### config.mk
export PLATFORM = sky130hd
export DESIGN_NAME = aa_bridge_top
export DESIGN_NICKNAME = d
export VERILOG_FILES = /design/src/design/aa_types_pkg.sv /design/src/design/aa_map_pkg.sv /design/src/design/aa_cmd_if.sv /design/src/design/aa_reg_if.sv /design/src/design/aa_cmd_rx.sv /design/src/design/aa_exec.sv /design/src/design/aa_local_regs.sv /design/src/design/aa_resp_tx.sv /design/src/design/aa_bridge_top.sv
export SDC_FILE = /design/constraint.sdc
export NUM_CORES = 1
export LEC_CHECK = 0
export BUFFER_PORTS_ARGS = -buffer_cell sky130_fd_sc_hd__buf_4
export CORE_MARGIN = 2
export CORE_UTILIZATION = 53
export CTS_CLUSTER_SIZE = 28
export DETAILED_ROUTE_END_ITERATION = 8
export GPL_ROUTABILITY_DRIVEN = 0
export GPL_TIMING_DRIVEN = 0
export PLACE_DENSITY_LB_ADDON = 0.1
export SLEW_MARGIN = 10
export SYNTH_ARGS = -nofsm -noshare
export SYNTH_HDL_FRONTEND = slang
export SYNTH_SLANG_ARGS = --single-unit
### constraint.sdc
create_clock -name axis_clk -period 5.1 [get_ports axis_clk]
set_input_delay 0.255 -clock axis_clk [delete_from_list [all_inputs] [get_ports axis_clk]]
set_output_delay 0.255 -clock axis_clk [all_outputs]
set_load 0.02 [all_outputs]
### src/design/aa_types_pkg.sv
package aa_types_pkg;

  // --------------------
  // protocol widths
  // --------------------

  // AXI-Lite address, also the address beat of a command
  typedef logic [31:0] addr_t;

  // data word on both the stream and the AXI-Lite side
  typedef logic [31:0] data_t;

  // byte enables of one data word
  typedef logic [3:0] strb_t;

  // --------------------
  // stream user codes
  // --------------------

  // beat type carried in tuser
  typedef enum logic [1:0] {
    tu_axis      = 2'b00,  // plain stream, dropped here
    tu_write     = 2'b01,  // two beats, address then data
    tu_read_addr = 2'b10,  // one address beat
    tu_read_resp = 2'b11   // read data going back
  } tuser_e;

  // decoded command kind handed to the executor
  typedef enum logic {
    cmd_read  = 1'b0,
    cmd_write = 1'b1
  } cmd_kind_e;

endpackage

### src/design/aa_map_pkg.sv
package aa_map_pkg;

  // --------------------
  // address regions
  // --------------------

  // address bits 15..12 pick the region
  typedef logic [3:0] region_t;

  // offset inside a region, address bits 11..0
  typedef logic [11:0] ofs_t;

  // bridge registers
  localparam region_t REGION_AA_REG = 4'h2;
  // mailbox words
  localparam region_t REGION_MBOX   = 4'h3;

  // bridge register offsets
  localparam ofs_t OFS_INTR_ENABLE = 12'h000;
  localparam ofs_t OFS_INTR_STATUS = 12'h004;

  // default mailbox size in words
  localparam int MBOX_WORDS_DEF = 2;

endpackage

### src/design/aa_cmd_if.sv
`timescale 1ns/1ps

// decoded command from the stream receiver to the executor
interface aa_cmd_if;

  // rx side holds valid and payload until ready
  logic                      valid;
  logic                      ready;
  aa_types_pkg::cmd_kind_e   kind;
  aa_types_pkg::addr_t       addr;
  // only meaningful for writes
  aa_types_pkg::data_t       data;

  modport rx (
    output valid, kind, addr, data,
    input  ready
  );

  modport exec (
    input  valid, kind, addr, data,
    output ready
  );

endinterface

### src/design/aa_reg_if.sv
`timescale 1ns/1ps

// single-cycle register access from the executor to the local registers
interface aa_reg_if;

  logic                 en;
  logic                 wr;
  // region already decoded by the executor
  logic                 is_mbox;
  aa_map_pkg::ofs_t     ofs;
  aa_types_pkg::data_t  wdata;
  // combinational read data
  aa_types_pkg::data_t  rdata;

  modport exec (output en, wr, is_mbox, ofs, wdata, input rdata);

  modport regs (input en, wr, is_mbox, ofs, wdata, output rdata);

endinterface

### src/design/aa_cmd_rx.sv
`timescale 1ns/1ps

module aa_cmd_rx (
  input  logic                 axis_clk,
  input  logic                 axis_rst_n,
  input  logic                 tvalid,
  input  aa_types_pkg::data_t  tdata,
  input  aa_types_pkg::tuser_e tuser,
  output logic                 tready,
  aa_cmd_if.rx                 cmd
);

  // command register full flag
  logic cmd_valid_q;
  // set after the address beat of a write
  logic wr_phase;
  logic beat;

  // accept beats as long as the command register is free
  // a half collected write leaves it free so its data beat still goes in
  assign tready = !cmd_valid_q;
  assign beat   = tvalid && tready;

  assign cmd.valid = cmd_valid_q;

  // --------------------
  // control
  // --------------------
  always_ff @(posedge axis_clk or negedge axis_rst_n) begin
    if (!axis_rst_n) begin
      cmd_valid_q <= 1'b0;
      wr_phase    <= 1'b0;
    end else begin
      // executor took the command
      if (cmd_valid_q && cmd.ready) begin
        cmd_valid_q <= 1'b0;
      end
      if (beat) begin
        case (tuser)
          aa_types_pkg::tu_write: begin
            // second beat completes the write
            wr_phase <= !wr_phase;
            if (wr_phase) begin
              cmd_valid_q <= 1'b1;
            end
          end
          aa_types_pkg::tu_read_addr: begin
            // a read in the middle of a write drops the half write
            wr_phase    <= 1'b0;
            cmd_valid_q <= 1'b1;
          end
          // axis and read_resp beats are swallowed
          default: ;
        endcase
      end
    end
  end

  // --------------------
  // payload
  // --------------------
  always_ff @(posedge axis_clk) begin
    if (beat) begin
      if (tuser == aa_types_pkg::tu_write) begin
        if (!wr_phase) begin
          cmd.addr <= tdata;
          cmd.kind <= aa_types_pkg::cmd_write;
        end else begin
          cmd.data <= tdata;
        end
      end else if (tuser == aa_types_pkg::tu_read_addr) begin
        cmd.addr <= tdata;
        cmd.kind <= aa_types_pkg::cmd_read;
      end
    end
  end

endmodule

### src/design/aa_exec.sv
`timescale 1ns/1ps

module aa_exec (
  input  logic                axis_clk,
  input  logic                axis_rst_n,
  aa_cmd_if.exec              cmd,
  aa_reg_if.exec              regs,
  output logic                m_awvalid,
  output logic                m_arvalid,
  output logic                m_wvalid,
  output logic                m_rready,
  output aa_types_pkg::addr_t m_awaddr,
  output aa_types_pkg::addr_t m_araddr,
  output aa_types_pkg::data_t m_wdata,
  output aa_types_pkg::strb_t m_wstrb,
  input  logic                m_awready,
  input  logic                m_wready,
  input  logic                m_arready,
  input  logic                m_rvalid,
  input  aa_types_pkg::data_t m_rdata,
  output logic                resp_valid,
  output aa_types_pkg::data_t resp_data,
  input  logic                resp_ready
);

  typedef enum logic [2:0] {
    st_idle,
    st_local,
    st_wr_bus,
    st_rd_addr,
    st_rd_data
  } state_e;

  state_e                  state;
  aa_types_pkg::addr_t     addr_q;
  aa_types_pkg::data_t     data_q;
  aa_types_pkg::cmd_kind_e kind_q;
  aa_map_pkg::region_t     cmd_region;
  logic                    cmd_local;
  logic                    take;
  logic                    aw_done;
  logic                    w_done;
  logic                    aw_fire;
  logic                    w_fire;

  // one command at a time, idle means ready
  assign cmd.ready  = (state == st_idle);
  assign take       = cmd.valid && cmd.ready;
  assign cmd_region = cmd.addr[15:12];
  // regions 2 and 3 never reach the bus
  assign cmd_local  = (cmd_region == aa_map_pkg::REGION_AA_REG) ||
                      (cmd_region == aa_map_pkg::REGION_MBOX);

  // --------------------
  // AXI-Lite outputs
  // --------------------
  // top nibble is the strobe, not part of the bus address
  assign m_awaddr  = {4'b0000, addr_q[27:0]};
  assign m_araddr  = {4'b0000, addr_q[27:0]};
  assign m_wstrb   = addr_q[31:28];
  assign m_wdata   = data_q;
  assign m_awvalid = (state == st_wr_bus) && !aw_done;
  assign m_wvalid  = (state == st_wr_bus) && !w_done;
  assign m_arvalid = (state == st_rd_addr);
  // R only taken when the response can move on in the same cycle
  assign m_rready  = (state == st_rd_data) && resp_ready;
  assign aw_fire   = m_awvalid && m_awready;
  assign w_fire    = m_wvalid && m_wready;

  // local register access lasts while in st_local
  assign regs.en      = (state == st_local);
  assign regs.wr      = (kind_q == aa_types_pkg::cmd_write);
  assign regs.is_mbox = (aa_map_pkg::region_t'(addr_q[15:12]) == aa_map_pkg::REGION_MBOX);
  assign regs.ofs     = addr_q[11:0];
  assign regs.wdata   = data_q;

  // response from a local read or straight from the R channel
  assign resp_valid = ((state == st_local) && (kind_q == aa_types_pkg::cmd_read)) ||
                      ((state == st_rd_data) && m_rvalid);
  assign resp_data  = (state == st_rd_data) ? m_rdata : regs.rdata;

  // --------------------
  // FSM
  // --------------------
  always_ff @(posedge axis_clk or negedge axis_rst_n) begin
    if (!axis_rst_n) begin
      state   <= st_idle;
      aw_done <= 1'b0;
      w_done  <= 1'b0;
    end else begin
      case (state)
        st_idle: begin
          if (take) begin
            if (cmd_local) begin
              state <= st_local;
            end else if (cmd.kind == aa_types_pkg::cmd_write) begin
              state <= st_wr_bus;
            end else begin
              state <= st_rd_addr;
            end
          end
        end
        st_local: begin
          // a write finishes at once, a read waits for the response slot
          if (kind_q == aa_types_pkg::cmd_write || resp_ready) begin
            state <= st_idle;
          end
        end
        st_wr_bus: begin
          if (aw_fire) begin
            aw_done <= 1'b1;
          end
          if (w_fire) begin
            w_done <= 1'b1;
          end
          // both channels done, in any order
          if ((aw_done || aw_fire) && (w_done || w_fire)) begin
            aw_done <= 1'b0;
            w_done  <= 1'b0;
            state   <= st_idle;
          end
        end
        st_rd_addr: begin
          if (m_arready) begin
            state <= st_rd_data;
          end
        end
        st_rd_data: begin
          if (m_rvalid && m_rready) begin
            state <= st_idle;
          end
        end
        default: state <= st_idle;
      endcase
    end
  end

  // command payload, loaded when taken
  always_ff @(posedge axis_clk) begin
    if (take) begin
      addr_q <= cmd.addr;
      data_q <= cmd.data;
      kind_q <= cmd.kind;
    end
  end

endmodule

### src/design/aa_local_regs.sv
`timescale 1ns/1ps

module aa_local_regs #(
  parameter int mbox_words = aa_map_pkg::MBOX_WORDS_DEF
) (
  input  logic    axis_clk,
  input  logic    axis_rst_n,
  aa_reg_if.regs  regs,
  output logic    mb_irq
);

  localparam int idx_w = (mbox_words > 1) ? $clog2(mbox_words) : 1;

  aa_types_pkg::data_t mbox [mbox_words];
  logic [idx_w-1:0]    mb_idx;
  logic                intr_enable;
  logic                intr_status;
  logic                mbox_wr;
  logic                reg_wr;

  // word select sits above the byte offset
  assign mb_idx  = (mbox_words == 1) ? '0 : regs.ofs[2 +: idx_w];
  assign mbox_wr = regs.en && regs.wr && regs.is_mbox;
  assign reg_wr  = regs.en && regs.wr && !regs.is_mbox;

  // --------------------
  // mailbox
  // --------------------
  always_ff @(posedge axis_clk) begin
    if (mbox_wr) begin
      mbox[mb_idx] <= regs.wdata;
    end
  end

  // --------------------
  // interrupt
  // --------------------
  always_ff @(posedge axis_clk or negedge axis_rst_n) begin
    if (!axis_rst_n) begin
      intr_enable <= 1'b0;
      intr_status <= 1'b0;
      mb_irq      <= 1'b0;
    end else begin
      if (reg_wr && regs.ofs == aa_map_pkg::OFS_INTR_ENABLE) begin
        intr_enable <= regs.wdata[0];
      end
      // mailbox write from the stream raises status, write 1 clears it
      if (mbox_wr) begin
        intr_status <= 1'b1;
      end else if (reg_wr && regs.ofs == aa_map_pkg::OFS_INTR_STATUS && regs.wdata[0]) begin
        intr_status <= 1'b0;
      end
      mb_irq <= intr_status && intr_enable;
    end
  end

  // read mux, unmapped offsets read zero
  always_comb begin
    regs.rdata = '0;
    if (regs.is_mbox) begin
      regs.rdata = mbox[mb_idx];
    end else if (regs.ofs == aa_map_pkg::OFS_INTR_ENABLE) begin
      regs.rdata = aa_types_pkg::data_t'(intr_enable);
    end else if (regs.ofs == aa_map_pkg::OFS_INTR_STATUS) begin
      regs.rdata = aa_types_pkg::data_t'(intr_status);
    end
  end

endmodule

### src/design/aa_resp_tx.sv
`timescale 1ns/1ps

module aa_resp_tx (
  input  logic                 axis_clk,
  input  logic                 axis_rst_n,
  input  logic                 resp_valid,
  input  aa_types_pkg::data_t  resp_data,
  output logic                 resp_ready,
  output logic                 tvalid,
  output aa_types_pkg::data_t  tdata,
  output aa_types_pkg::tuser_e tuser,
  input  logic                 tready
);

  logic                tvalid_q;
  aa_types_pkg::data_t tdata_q;

  // one-entry buffer, refuse new data while a beat is out
  assign resp_ready = !tvalid_q;

  assign tvalid = tvalid_q;
  assign tdata  = tdata_q;
  // everything sent back is a read response
  assign tuser  = aa_types_pkg::tu_read_resp;

  always_ff @(posedge axis_clk or negedge axis_rst_n) begin
    if (!axis_rst_n) begin
      tvalid_q <= 1'b0;
    end else if (resp_valid && resp_ready) begin
      tvalid_q <= 1'b1;
    end else if (tready) begin
      tvalid_q <= 1'b0;
    end
  end

  always_ff @(posedge axis_clk) begin
    if (resp_valid && resp_ready) begin
      tdata_q <= resp_data;
    end
  end

endmodule

### src/design/aa_bridge_top.sv
`timescale 1ns/1ps

module aa_bridge_top #(
  parameter int mbox_words = aa_map_pkg::MBOX_WORDS_DEF
) (
  input  logic                axis_clk,
  input  logic                axis_rst_n,
  // stream slave, commands in
  input  logic                as_aa_tvalid,
  input  aa_types_pkg::data_t as_aa_tdata,
  input  logic [1:0]          as_aa_tuser,
  output logic                aa_as_tready,
  // stream master, read responses out
  output logic                aa_as_tvalid,
  output aa_types_pkg::data_t aa_as_tdata,
  output logic [1:0]          aa_as_tuser,
  input  logic                as_aa_tready,
  // AXI-Lite master
  output logic                m_awvalid,
  output aa_types_pkg::addr_t m_awaddr,
  input  logic                m_awready,
  output logic                m_wvalid,
  output aa_types_pkg::data_t m_wdata,
  output aa_types_pkg::strb_t m_wstrb,
  input  logic                m_wready,
  output logic                m_arvalid,
  output aa_types_pkg::addr_t m_araddr,
  input  logic                m_arready,
  input  logic                m_rvalid,
  input  aa_types_pkg::data_t m_rdata,
  output logic                m_rready,
  // mailbox interrupt
  output logic                mb_irq
);

  logic                resp_valid;
  logic                resp_ready;
  aa_types_pkg::data_t resp_data;

  aa_cmd_if cmd_bus ();
  aa_reg_if reg_bus ();

  // --------------------
  // pipeline stages
  // --------------------
  aa_cmd_rx cmd_rx_inst (
    .axis_clk   (axis_clk),
    .axis_rst_n (axis_rst_n),
    .tvalid     (as_aa_tvalid),
    .tdata      (as_aa_tdata),
    .tuser      (aa_types_pkg::tuser_e'(as_aa_tuser)),
    .tready     (aa_as_tready),
    .cmd        (cmd_bus.rx)
  );

  aa_exec exec_inst (
    .axis_clk   (axis_clk),
    .axis_rst_n (axis_rst_n),
    .cmd        (cmd_bus.exec),
    .regs       (reg_bus.exec),
    .m_awvalid  (m_awvalid),
    .m_arvalid  (m_arvalid),
    .m_wvalid   (m_wvalid),
    .m_rready   (m_rready),
    .m_awaddr   (m_awaddr),
    .m_araddr   (m_araddr),
    .m_wdata    (m_wdata),
    .m_wstrb    (m_wstrb),
    .m_awready  (m_awready),
    .m_wready   (m_wready),
    .m_arready  (m_arready),
    .m_rvalid   (m_rvalid),
    .m_rdata    (m_rdata),
    .resp_valid (resp_valid),
    .resp_data  (resp_data),
    .resp_ready (resp_ready)
  );

  // mailbox and interrupt registers
  aa_local_regs #(
    .mbox_words (mbox_words)
  ) local_regs_inst (
    .axis_clk   (axis_clk),
    .axis_rst_n (axis_rst_n),
    .regs       (reg_bus.regs),
    .mb_irq     (mb_irq)
  );

  aa_resp_tx resp_tx_inst (
    .axis_clk   (axis_clk),
    .axis_rst_n (axis_rst_n),
    .resp_valid (resp_valid),
    .resp_data  (resp_data),
    .resp_ready (resp_ready),
    .tvalid     (aa_as_tvalid),
    .tdata      (aa_as_tdata),
    .tuser      (aa_as_tuser),
    .tready     (as_aa_tready)
  );

endmodule

==> summary.txt <==
Die
  – Core Area: between 15,000 and 20,000 um^2
  – Die width: 131 um
  – Cell Rows: 46
  – # IOs: between 200 and 250
  – Initial Util: a little over half
  – Die Height: ~130 um
  – Die area: roughly 17,000 um^2

Timing
  – Hold_ws: approximately 0.022 ns
  – Worst-Margin Slew: around 0.85 ns
  – Worst slew margin: between 40 and 50%
  – Final Hold Viols: 0
  – RSZ-0062 raised after global routing: no
  – Final period utilization: between 40% and 50%
  – Fin. max-slew vios: 0
  – Final setup viols: 0
  – Final Skew: 0.00941 ns
  – Peak Freq: approximately 0.42 GHz
  – Clock period minus worst slack: about 2.4 ns
  – Post-route setup TNS: 0 ns

Yosys
  – Cells after synthesis: between 400 and 500
  – Largest area contributor in the netlist: edfxtp_1
  – Post-Syn Area per Cell: roughly 18 um^2
  – Asr flop ratio synth: ~4.6%
  – Most instantiated cells after synthesis: 226 x edfxtp_1, 44 x nand2_1, 39 x buf_4
  – FF+latch count, synth: about 240
  – Primary FF master, synth: edfxtp_1
  – Main area contributors after synthesis: edfxtp_1 80%, mux2i_1 3.8%, buf_4 3.4%
  – Yosys synthesis warning count: 0
  – Post-synthesis instance area: 8530 um^2
  – Register area share after synthesis: 83.0%
  – Count leader, synth: edfxtp_1
  – EDFF count, synth: ~230
  – Yosys cell types: 42
  – Share of the synthesized area in the top cell type: about four fifths

GRT
  – Initial antenna violation count: 1
  – First-pass GRT wire length: 25,100 um
  – Vias in the first global route: between 4,000 and 5,000
  – Most Crowded Layer GR: met2
  – Global Route Usage Sum: between 15 and 20%
  – Grt total ovfl: 0
  – Met1 usage: a little over a quarter
  – Largest net degree at the start of global routing: 33
  – GR Layer Usage met3: 3.91%
  – Met2 track demand over resource: around 33%

Detailed routing
  – Via density: 4.89
  – Post-DR wirelength/cell: roughly 18 um
  – Drt first pass iters: 4
  – Post-Route WL: 17,300 um
  – DRC viols: 0
  – Antenna Nets Post-Route: 0
  – Starting DRT DRC Count: approximately 320
  – Vias: 4,752

Finish
  – Fin nets: ~800
  – Share of layout cells above drive strength 1: between 30 and 40%
  – Area Growth Syn to Fin: 35.6%
  – Fin util: 73.1%
  – Non-Filler Instances: about 1,000

Job
  – MaxCap Viol Count: 0

Power
  – LEAKAGE: roughly 4.5 nW
  – PD cells: approximately 440 nW/um^2
  – Switching share of power: a little over a quarter
  – Clock power share: between 30% and 40%
  – Worst vdd ir: between 0.3 and 0.4 mV
  – Total Power: roughly 5.1 mW
  – Int Pwr: roughly 3.7 mW
  – Sequential share of power: roughly half
  – Switch Pwr: between 1 and 1.5 mW
  – Comb power frac: around a fifth

Clocking
  – Clock tree from TritonCTS: yes
  – H-Tree Depth: 1
  – Setup Fix Bufs, Post-CTS: 0
  – CTS Root Cell: clkbuf_16
  – Clock buffer count from CTS: 23
  – Clk slew on worst S/H paths: roughly 0.06 ns
  – # clock sinks: between 200 and 250
  – Clock Latency Late Sink: 0.49 ns
  – Maximum clock insertion buffer count: 3

Critical path
  – CP Capture Type: flop
  – WP data required: around 5.3 ns
  – Crit Path Max Fanout: 24
  – Critical path startpoint category: flop
  – Max stage delay cell, worst path: nor2_4
  – Crit path arrival time: about 2.6 ns
  – Kind of critical path: reg2reg
  – CP Cell Sequence: buf_4, or3_1, nor2_4, buf_12, buf_16
  – Family with the most delay on the worst path: simple AND/OR/NAND/NOR gates
  – Largest stage delay on the critical path: 0.59 ns
  – WP buf/inv: 3

Placement
  – Detailed placer's ending HPWL: 11,900 um
  – Dpl cells: 900
  – Port Buffers: approximately 200

Run status
  – Status: finished clean

Min path
  – Hold Crit Class: in2reg
## sequential cells by signal (all words and copies together) (netlist names), 3 cells and up, named ones only
register and flops:
exec_inst.addr_q 32, local_regs_inst.mbox 64, resp_tx_inst.tdata 32, cmd_rx_inst.cmd.data 32
exec_inst.state 3, exec_inst.m_wdata 32, cmd_rx_inst.cmd.addr 32
## power by group through the flow
stage	Clock, mW	Combinational [mW]	Sequential, mW
detailed placement	0	1.01	2.56
floorplan	0	0.415	2.68
CTS	1.57	1.04	2.52
global route	1.65	1.10	2.54
global placement	0	0.926	2.56
finish	1.55	1.03	2.52
## cell type report
| class | count | area (um^2) |
|---|---|---|
| plain buffers | 50 | 365 |
| fillers | 1024 | 4260 |
| clock buffers | 33 | 623 |
| flip-flops and latches | 238 | 7080 |
| clock inverters | 5 | 47.5 |
| repair buffers | 244 | 2020 |
| well taps | 216 | 270 |
| diodes | 1 | 2.50 |
| inverters | 7 | 26.3 |
| multi-input cells | 178 | 1130 |
## through the flow
step           instance area, um^2  setup slack, ns
3_5_place_dp                 10600             2.71
2_1_floorplan                 8560             1.43
3_3_place_gp                 10400           0.0306
5_1_grt                      11600             2.60
4_1_cts                      11600             2.69
6_report                     11600             2.73
## repair_timing
action,in CTS,in global routing
hold endpoints to repair,75,0
hold buffers,33,0
resized for setup,0,0
## cells by family (layout without fill, tap and decap cells)
| kind of cell | count (synthesis) | count (layout) | synth area share, % |
|---|---|---|---|
| mux | 38 | 38 | 4.55 |
| buf+inv | 57 | 339 | 4.59 |
| other cells | 2 | 11 | 0.0880 |
| compound gates | 47 | 47 | 3.11 |
| simple gates | 81 | 81 | 4.36 |
| fa+ha+maj | 2 | 2 | 0.293 |
| flops | 238 | 238 | 83.0 |
## layer usage
layer	up-vias	part of all wire, %
met5	-	0
met4	0	2.1
met3	36	7.8
met2	191	50
met1	2268	40
li1	2257	-
## worst paths after layout
path                                                         start                               to  slack [ns]  depth (start not counted)
worst max-delay path                exec_inst.state[1]$_DFFE_PN0P_   exec_inst.addr_q[23]$_DFFE_PP_        2.73                          5
worst min register to register  cmd_rx_inst.cmd.data[14]$_DFFE_PP_  exec_inst.m_wdata[14]$_DFFE_PP_        0.41                          0
min in group asynchronous                               axis_rst_n  cmd_rx_inst.cmd.valid$_DFF_PN0_        0.15                          2
max in group asynchronous                               axis_rst_n   exec_inst.state[1]$_DFFE_PN0P_        4.80                          2
worst min-delay path                                     m_arready   exec_inst.state[2]$_DFFE_PN0P_        0.02                          2
worst max register to register      exec_inst.state[1]$_DFFE_PN0P_   exec_inst.addr_q[23]$_DFFE_PP_        2.73                          5
## layout by cell type, fill, tap and decap left out, types with 3 or more instances in the layout
cell type,instances
clkbuf_16,23
nor2b_1,3
dlygate4sd3_1,33
inv_1,6
dfrtp_1,11
buf_6,3
buf_4,243
clkbuf_1,10
mux2_1,4
buf_2,7
nor2_1,13
o21ai_1,30
conb_1,10
buf_16,4
edfxtp_1,226
a21oi_1,7
mux2i_1,32
nor2_4,4
nand2_1,44
(Power assumes the default switching activity.)
